File: config.mk
export PLATFORM = sky130hd
export DESIGN_NAME = mem_stage
export DESIGN_NICKNAME = d
export VERILOG_FILES = /design/src/mem_pkg.sv /design/src/pkt_pkg.sv /design/src/dmem_if.sv /design/src/dmem_arbiter.sv /design/src/load_unit.sv /design/src/mem_stage.sv /design/src/store_unit.sv
export SDC_FILE = /design/constraint.sdc
export NUM_CORES = 1
export LEC_CHECK = 0
export BUFFER_PORTS_ARGS = -buffer_cell sky130_fd_sc_hd__buf_2
export CORE_ASPECT_RATIO = 2
export CORE_MARGIN = 3
export CORE_UTILIZATION = 55
export CTS_BUF_LIST = sky130_fd_sc_hd__clkbuf_8
export DETAILED_ROUTE_END_ITERATION = 10
export PLACE_DENSITY = 0.83
export SLEW_MARGIN = 20
export SYNTH_ARGS = -nofsm -noshare
export SYNTH_HDL_FRONTEND = slang
export SYNTH_HIERARCHICAL = 1
export SYNTH_SLANG_ARGS = --single-unit
File: constraint.sdc
create_clock -name clock -period 7.45 [get_ports clock]
set_clock_uncertainty 0.1 [all_clocks]
set_input_delay 0.3725 -clock clock [delete_from_list [all_inputs] [get_ports clock]]
set_output_delay 0.3725 -clock clock [all_outputs]
set_load 0.01 [all_outputs]
File: src/mem_pkg.sv
package mem_pkg;

    // datapath width, shared by address and data
    localparam int xlen  = 32;

    // transaction tag width, zero is reserved
    localparam int tag_w = 4;

    // data-memory bus command
    typedef enum logic [1:0] {
        bus_none  = 2'h0,  // no request this cycle
        bus_load  = 2'h1,  // read one access
        bus_store = 2'h2   // write one access
    } bus_cmd_e;

    // access width on the bus
    typedef enum logic [1:0] {
        size_byte = 2'h0,  // 8 bits
        size_half = 2'h1,  // 16 bits
        size_word = 2'h2   // 32 bits
    } mem_size_e;

endpackage

File: src/pkt_pkg.sv
package pkt_pkg;

    // memory operation descriptor carried with a load
    typedef struct packed {
        logic                rd_mem;       // operation reads memory
        logic                wr_mem;       // operation writes memory
        logic                is_unsigned;  // zero-extend on load
        mem_pkg::mem_size_e  size;         // access width
        logic [4:0]          dest_reg;     // architectural destination
        logic                valid;        // descriptor holds an operation
    } mem_op_t;

    // cleared descriptor
    localparam mem_op_t mem_op_idle = '{
        rd_mem:      1'b0,
        wr_mem:      1'b0,
        is_unsigned: 1'b0,
        size:        mem_pkg::size_byte,
        dest_reg:    5'd0,
        valid:       1'b0
    };

endpackage

File: src/dmem_if.sv
interface dmem_if;

    mem_pkg::bus_cmd_e            cmd;       // requested command
    logic [mem_pkg::xlen-1:0]     addr;      // byte address
    mem_pkg::mem_size_e           size;      // access width
    logic [mem_pkg::xlen-1:0]     wdata;     // store data
    logic [mem_pkg::tag_w-1:0]    response;  // accept tag, zero is a refusal
    logic [mem_pkg::tag_w-1:0]    tag;       // tag of returning load data

    // load or store unit side
    modport requester (
        output cmd,
        output addr,
        output size,
        output wdata,
        input  response,
        input  tag
    );

    // arbiter side, steers the accept tag back
    modport port (
        input  cmd,
        input  addr,
        input  size,
        input  wdata,
        output response
    );

endinterface

File: src/dmem_arbiter.sv
module dmem_arbiter (
    dmem_if.port                        ld,
    dmem_if.port                        st,
    output mem_pkg::bus_cmd_e           cmd,
    output logic [mem_pkg::xlen-1:0]    addr,
    output logic [mem_pkg::xlen-1:0]    wdata,
    output mem_pkg::mem_size_e          size,
    input  logic [mem_pkg::tag_w-1:0]   response
);

    logic ld_sel;
    logic st_req;

    // loads win whenever they ask
    assign ld_sel = (ld.cmd != mem_pkg::bus_none);
    assign st_req = (st.cmd != mem_pkg::bus_none);

    always_comb begin
        if (ld_sel) begin
            cmd   = ld.cmd;
            addr  = ld.addr;
            wdata = ld.wdata;
            size  = ld.size;
        end else begin
            cmd   = st.cmd;   // bus_none when the store is idle too
            addr  = st.addr;
            wdata = st.wdata;
            size  = st.size;
        end
    end

    // the loser sees zero and retries next cycle
    assign ld.response = ld_sel ? response : '0;
    assign st.response = (!ld_sel && st_req) ? response : '0;

endmodule

File: src/load_unit.sv
module load_unit (
    input  logic                        clock,
    input  logic                        arst_n,
    input  logic                        start,
    input  pkt_pkg::mem_op_t            op,
    input  logic [mem_pkg::xlen-1:0]    opa,
    input  logic [mem_pkg::xlen-1:0]    opb,
    input  logic [mem_pkg::xlen-1:0]    rdata,
    input  logic [mem_pkg::tag_w-1:0]   tag,
    dmem_if.requester                   bus,
    output logic [mem_pkg::xlen-1:0]    result,
    output logic [4:0]                  dest,
    output logic                        done,
    output logic                        busy
);

    typedef enum logic [1:0] {
        st_idle  = 2'h0,  // nothing held
        st_issue = 2'h1,  // driving the load command
        st_wait  = 2'h2   // accepted, waiting for tagged data
    } state_e;

    state_e                      state_q;
    pkt_pkg::mem_op_t            op_q;
    logic [mem_pkg::xlen-1:0]    addr_q;
    logic [mem_pkg::tag_w-1:0]   tag_q;
    logic [mem_pkg::xlen-1:0]    ext_data;
    logic                        take;
    logic                        accepted;
    logic                        hit;
    logic                        byte_fill;
    logic                        half_fill;

    assign take     = start & op.valid & op.rd_mem & (state_q == st_idle);
    assign accepted = (state_q == st_issue) & (bus.response != '0);
    assign hit      = (state_q == st_wait) & (tag == tag_q);

    assign busy = (state_q != st_idle);

    // command held until the port returns a nonzero tag
    assign bus.cmd   = (state_q == st_issue) ? mem_pkg::bus_load : mem_pkg::bus_none;
    assign bus.addr  = addr_q;
    assign bus.size  = op_q.size;
    assign bus.wdata = '0;  // loads carry no data

    // fill bit is the sign only for signed loads
    assign byte_fill = ~op_q.is_unsigned & rdata[7];
    assign half_fill = ~op_q.is_unsigned & rdata[15];

    always_comb begin
        case (op_q.size)
            mem_pkg::size_byte: ext_data = {{(mem_pkg::xlen-8){byte_fill}}, rdata[7:0]};
            mem_pkg::size_half: ext_data = {{(mem_pkg::xlen-16){half_fill}}, rdata[15:0]};
            default:            ext_data = rdata;  // whole word
        endcase
    end

    always_ff @(posedge clock or negedge arst_n) begin
        if (!arst_n) begin
            state_q <= st_idle;
            op_q    <= pkt_pkg::mem_op_idle;
            done    <= 1'b0;
        end else begin
            done <= 1'b0;
            case (state_q)
                st_idle: begin
                    if (take) begin
                        state_q <= st_issue;
                        op_q    <= op;
                    end
                end
                st_issue: begin
                    if (accepted) begin
                        state_q <= st_wait;
                    end
                end
                st_wait: begin
                    if (hit) begin
                        state_q <= st_idle;
                        op_q    <= pkt_pkg::mem_op_idle;
                        done    <= 1'b1;  // one cycle after the tag match
                    end
                end
                default: state_q <= st_idle;
            endcase
        end
    end

    always_ff @(posedge clock) begin
        if (take) begin
            addr_q <= opa + opb;  // effective address
        end
        if (accepted) begin
            tag_q <= bus.response;
        end
        if (hit) begin
            result <= ext_data;
            dest   <= op_q.dest_reg;
        end
    end

endmodule

File: src/mem_stage.sv
module mem_stage (
    input  logic                        clock,
    input  logic                        arst_n,
    input  logic                        start,
    input  logic [mem_pkg::xlen-1:0]    opa,
    input  logic [mem_pkg::xlen-1:0]    opb,
    input  logic [mem_pkg::xlen-1:0]    store_data,
    input  logic                        rd_mem,
    input  logic                        wr_mem,
    input  logic                        is_unsigned,
    input  mem_pkg::mem_size_e          size,
    input  logic [4:0]                  dest_reg,
    input  logic [mem_pkg::tag_w-1:0]   mem_response,
    input  logic [mem_pkg::tag_w-1:0]   mem_tag,
    input  logic [mem_pkg::xlen-1:0]    mem_rdata,
    output mem_pkg::bus_cmd_e           mem_cmd,
    output logic [mem_pkg::xlen-1:0]    mem_addr,
    output mem_pkg::mem_size_e          mem_size,
    output logic [mem_pkg::xlen-1:0]    mem_wdata,
    output logic [mem_pkg::xlen-1:0]    load_result,
    output logic [4:0]                  load_dest,
    output logic                        load_done,
    output logic                        store_done,
    output logic                        busy
);

    pkt_pkg::mem_op_t op;
    logic             ld_start;
    logic             st_start;
    logic             ld_busy;
    logic             st_busy;

    dmem_if ld_bus ();
    dmem_if st_bus ();

    // returning data tag goes to both requesters
    assign ld_bus.tag = mem_tag;
    assign st_bus.tag = mem_tag;

    always_comb begin
        op             = pkt_pkg::mem_op_idle;
        op.rd_mem      = rd_mem;
        op.wr_mem      = wr_mem;
        op.is_unsigned = is_unsigned;
        op.size        = size;
        op.dest_reg    = dest_reg;
        op.valid       = rd_mem | wr_mem;
    end

    assign ld_start = start & rd_mem;
    assign st_start = start & wr_mem & ~rd_mem;  // a load takes precedence

    // busy of whichever unit the current op would use
    assign busy = rd_mem ? ld_busy : (wr_mem & st_busy);

    load_unit i_load_unit (
        .clock  (clock),
        .arst_n (arst_n),
        .start  (ld_start),
        .op     (op),
        .opa    (opa),
        .opb    (opb),
        .rdata  (mem_rdata),
        .tag    (ld_bus.tag),
        .bus    (ld_bus.requester),
        .result (load_result),
        .dest   (load_dest),
        .done   (load_done),
        .busy   (ld_busy)
    );

    store_unit i_store_unit (
        .clock  (clock),
        .arst_n (arst_n),
        .start  (st_start),
        .opa    (opa),
        .opb    (opb),
        .wdata  (store_data),
        .size   (size),
        .bus    (st_bus.requester),
        .done   (store_done),
        .busy   (st_busy)
    );

    dmem_arbiter i_dmem_arbiter (
        .ld       (ld_bus.port),
        .st       (st_bus.port),
        .cmd      (mem_cmd),
        .addr     (mem_addr),
        .wdata    (mem_wdata),
        .size     (mem_size),
        .response (mem_response)
    );

endmodule

File: src/store_unit.sv
module store_unit (
    input  logic                        clock,
    input  logic                        arst_n,
    input  logic                        start,
    input  logic [mem_pkg::xlen-1:0]    opa,
    input  logic [mem_pkg::xlen-1:0]    opb,
    input  logic [mem_pkg::xlen-1:0]    wdata,
    input  mem_pkg::mem_size_e          size,
    dmem_if.requester                   bus,
    output logic                        done,
    output logic                        busy
);

    logic                        pending_q;
    logic [mem_pkg::xlen-1:0]    addr_q;
    logic [mem_pkg::xlen-1:0]    data_q;
    mem_pkg::mem_size_e          size_q;
    logic                        take;
    logic                        accepted;

    assign take     = start & ~pending_q;
    assign accepted = pending_q & (bus.response != '0);

    assign busy = pending_q;

    // request stays up until a nonzero response
    assign bus.cmd   = pending_q ? mem_pkg::bus_store : mem_pkg::bus_none;
    assign bus.addr  = addr_q;
    assign bus.size  = size_q;
    assign bus.wdata = data_q;

    always_ff @(posedge clock or negedge arst_n) begin
        if (!arst_n) begin
            pending_q <= 1'b0;
            done      <= 1'b0;
        end else begin
            done <= accepted;  // pulse after the accept cycle
            if (take) begin
                pending_q <= 1'b1;
            end else if (accepted) begin
                pending_q <= 1'b0;
            end
        end
    end

    always_ff @(posedge clock) begin
        if (take) begin
            addr_q <= opa + opb;
            data_q <= wdata;
            size_q <= size;
        end
    end

endmodule
==> qor.csv <==
metric,value,unit
rsz0062_at_grt,false,
cpPeakStageDelay,0.82,ns
criticalPathCategory,reg2out,
finalWirelength,28390,um
remaining_drc_errors,0,
htree_levels,4,
synth_warnings,6,
finalSetupViolCount,0,
final_cell_count_no_fill,1357,
cts.root.buffer_cell,clkbuf_8,
status,finished clean,
overflow,0,
cp.required,6.98,ns
clockBufferDepth,2,
critPathCaptureType,output pin,
drive_gt1_frac,0.3362,
yosys-top-cells-area,"edfxtp_1 42%, mux2_4 9.1%, ha_1 7.8%",
clock_latency,0.44,ns
dp_hpwl,21080,um
synth_top_cell_area_share,0.4202,
yosysMostFrequentCell,edfxtp_1,
drt_iter0_drc,360,
dr.pass1.iters,5,
slowest_stage,buf_4,
cts.sink_count,152,
die_w,101.0,um
grt_pass1_wl,42510,um
num_vias,7909,
cp_cell_sequence,inv_1 -> nor2_1 -> nor2_4 -> buf_4 -> mux2_2 -> buf_2,
nets,1345,
hold_viol_final,0,
clkTransAtPathRegs,0.07,ns
io_buffers,256,
hp-class,in2reg,
dp_cells,1283,
ys_ff_latch,152,
area_delta_synth_final,20.54,%
core,0.01753,mm^2
die_h,196.1,um
irDropWorstVdd,108.3,uV
grt_antenna_before_repair,2,
yosys_most_used_dff,edfxtp_1,
cts_tree,built,
grt_max_degree,47,
cp.arrival,3.17,ns
slew_headroom,0.3059,
utilization,0.6833,
initial_core_util,0.5668,
die-area,0.01981,mm^2
powerDensity,214.9,mW/mm^2
synthTopCellsByCount,"139 x edfxtp_1, 89 x nand2_1, 62 x ha_1",
post_cts_resize_count,0,
async_reset_ff_frac,0.08553,
tightest_slew,1.039,ns
viasPerCell,5.828,
cp_max_fo,46,
wire_per_inst,20.92,um
fmax,274.5,MHz
rows,68,
postSynthAreaPerCell,11.66,um^2
period_needed,3.643,ns
grt_use_total,0.2810,
gp_congestion,0.9399,
fillers,1291,
setup.worst_path.start_class,flip-flop,
cap_violations,0,
synth-edff-count,139,
power_leakage,5.343,nW
synth_cells,852,
io_pins,257,
grt_pass1_vias,8143,
cts_buffers,17,
netlist_area,0.009935,mm^2
setup-tns-final,0,ns
ant_nets,0,
yosysSeqAreaShare,0.4529,
yosys.area.top_type,edfxtp_1,
drv_slew,0,
min_period_over_period,0.4890,
yosysUniqueCellTypes,81,
[stage by stage]
stage               setup slack (ns)  hold WS (ns)  power [W]  cell area, um^2
finish                         3.807       0.03841   0.002574            11980
CTS                            3.764       0.01405   0.002561            11970
floorplan                      2.961      -0.02309   0.001620            10050
detailed placement             4.114        0.2038   0.001812            11090
global route                   3.637       0.03126   0.002684            11980
global placement               4.160        0.2011   0.001793            11090
[worst paths after layout]
path / startpoint / to / slack (ns) / depth (start not counted)
min in group asynchronous: arst_n / i_load_unit/done / 0.27 / 2
max reg2reg: i_load_unit/state_q[0] / i_load_unit/state_q[1] / 4.73 / 7
max: i_load_unit/state_q[0] / mem_size[0] / 3.81 / 6
max in group asynchronous: arst_n / i_load_unit/bus.size[0] / 6.71 / 2
min reg2reg: i_load_unit/op_q[2] / i_load_unit/dest[1] / 0.36 / 0
min: dest_reg[1] / i_load_unit/op_q[2] / 0.04 / 3
[cell usage in the layout (no fill, tap or decap), types with 3 or more instances in the layout]
cell | synthesis | final
nand3_1 | 19 | 19
and2_1 | 5 | 5
nand4_1 | 10 | 10
dfrtp_1 | 13 | 13
mux2_4 | 60 | 60
nor2_1 | 33 | 33
nor3_1 | 7 | 7
buf_2 | 4 | 256
o21bai_1 | 9 | 9
mux2_2 | 6 | 6
xor2_1 | 20 | 20
a211o_1 | 3 | 3
conb_1 | 2 | 34
nor4_1 | 3 | 3
a21oi_1 | 52 | 52
a31o_1 | 3 | 3
o21a_1 | 11 | 11
a21o_1 | 30 | 30
and4_1 | 3 | 3
and3b_1 | 5 | 5
a31oi_1 | 5 | 5
clkbuf_8 | 1 | 22
edfxtp_1 | 139 | 139
xnor2_1 | 42 | 42
a311oi_2 | 3 | 3
nand2_1 | 89 | 89
bufinv_16 | 0 | 5
o31ai_1 | 4 | 4
ha_1 | 62 | 62
buf_4 | 38 | 4
a31o_2 | 4 | 4
and3_1 | 6 | 6
dlygate4sd3_1 | 0 | 40
inv_1 | 15 | 18
o211ai_1 | 3 | 3
a211oi_1 | 6 | 6
nor2b_1 | 10 | 9
o21ai_0 | 45 | 45
[cells by family (layout without fill, tap and decap cells)]
| group | Yosys count | in the layout | synth area share |
|---|---|---|---|
| multiplexers | 67 | 67 | 0.09849 |
| other | 2 | 36 | 0.0007559 |
| AO/OA/AOI/OAI | 211 | 211 | 0.1485 |
| XOR/XNOR | 62 | 62 | 0.05466 |
| buffers and inverters | 87 | 348 | 0.06184 |
| flip-flops | 152 | 152 | 0.4529 |
| adder cells (fa/ha/maj) | 64 | 64 | 0.08212 |
| AND/OR/NAND/NOR | 207 | 207 | 0.1008 |
[metal layers]
metal | routed length [um] | global-route usage
met2 | 15730 | 0.5302
met4 | 1977 | 0.1908
met5 | 0 | 0
met1 | 8876 | 0.2625
met3 | 1813 | 0.04911
[critical path: cells and delay by family, from the launching register on]
kind	cells	cell delay [ns]
buf+inv	3	1.06
mux	1	0.41
flops	1	0.41
simple gates	2	0.81
[what timing repair did]
item	4_1_cts	5_1_grt
hold endpoints to repair	52	0
setup buffers	0	0
hold buffers	40	0
[final cells by class]
class                      count  area [um^2]  area share
clock buffer                  22        302.8     0.02528
inverter                      16        60.06    0.005015
timing repair buffer         300         1712      0.1429
sequential                   152         4499      0.3757
multi-input combinational    645         4959      0.4141
clock inverter                10        175.2     0.01463
antenna                        2        5.005   0.0004179
tap                          210        262.8     0.02194
[power by group]
group          leakage [nW]  switching, W  total [W]  internal, W
clock network         0.253      0.000302   0.000743     0.000441
logic                  3.65      0.000414   0.000734     0.000321
registers              1.44     0.0000549    0.00110      0.00104
(Power assumes the default switching activity.)
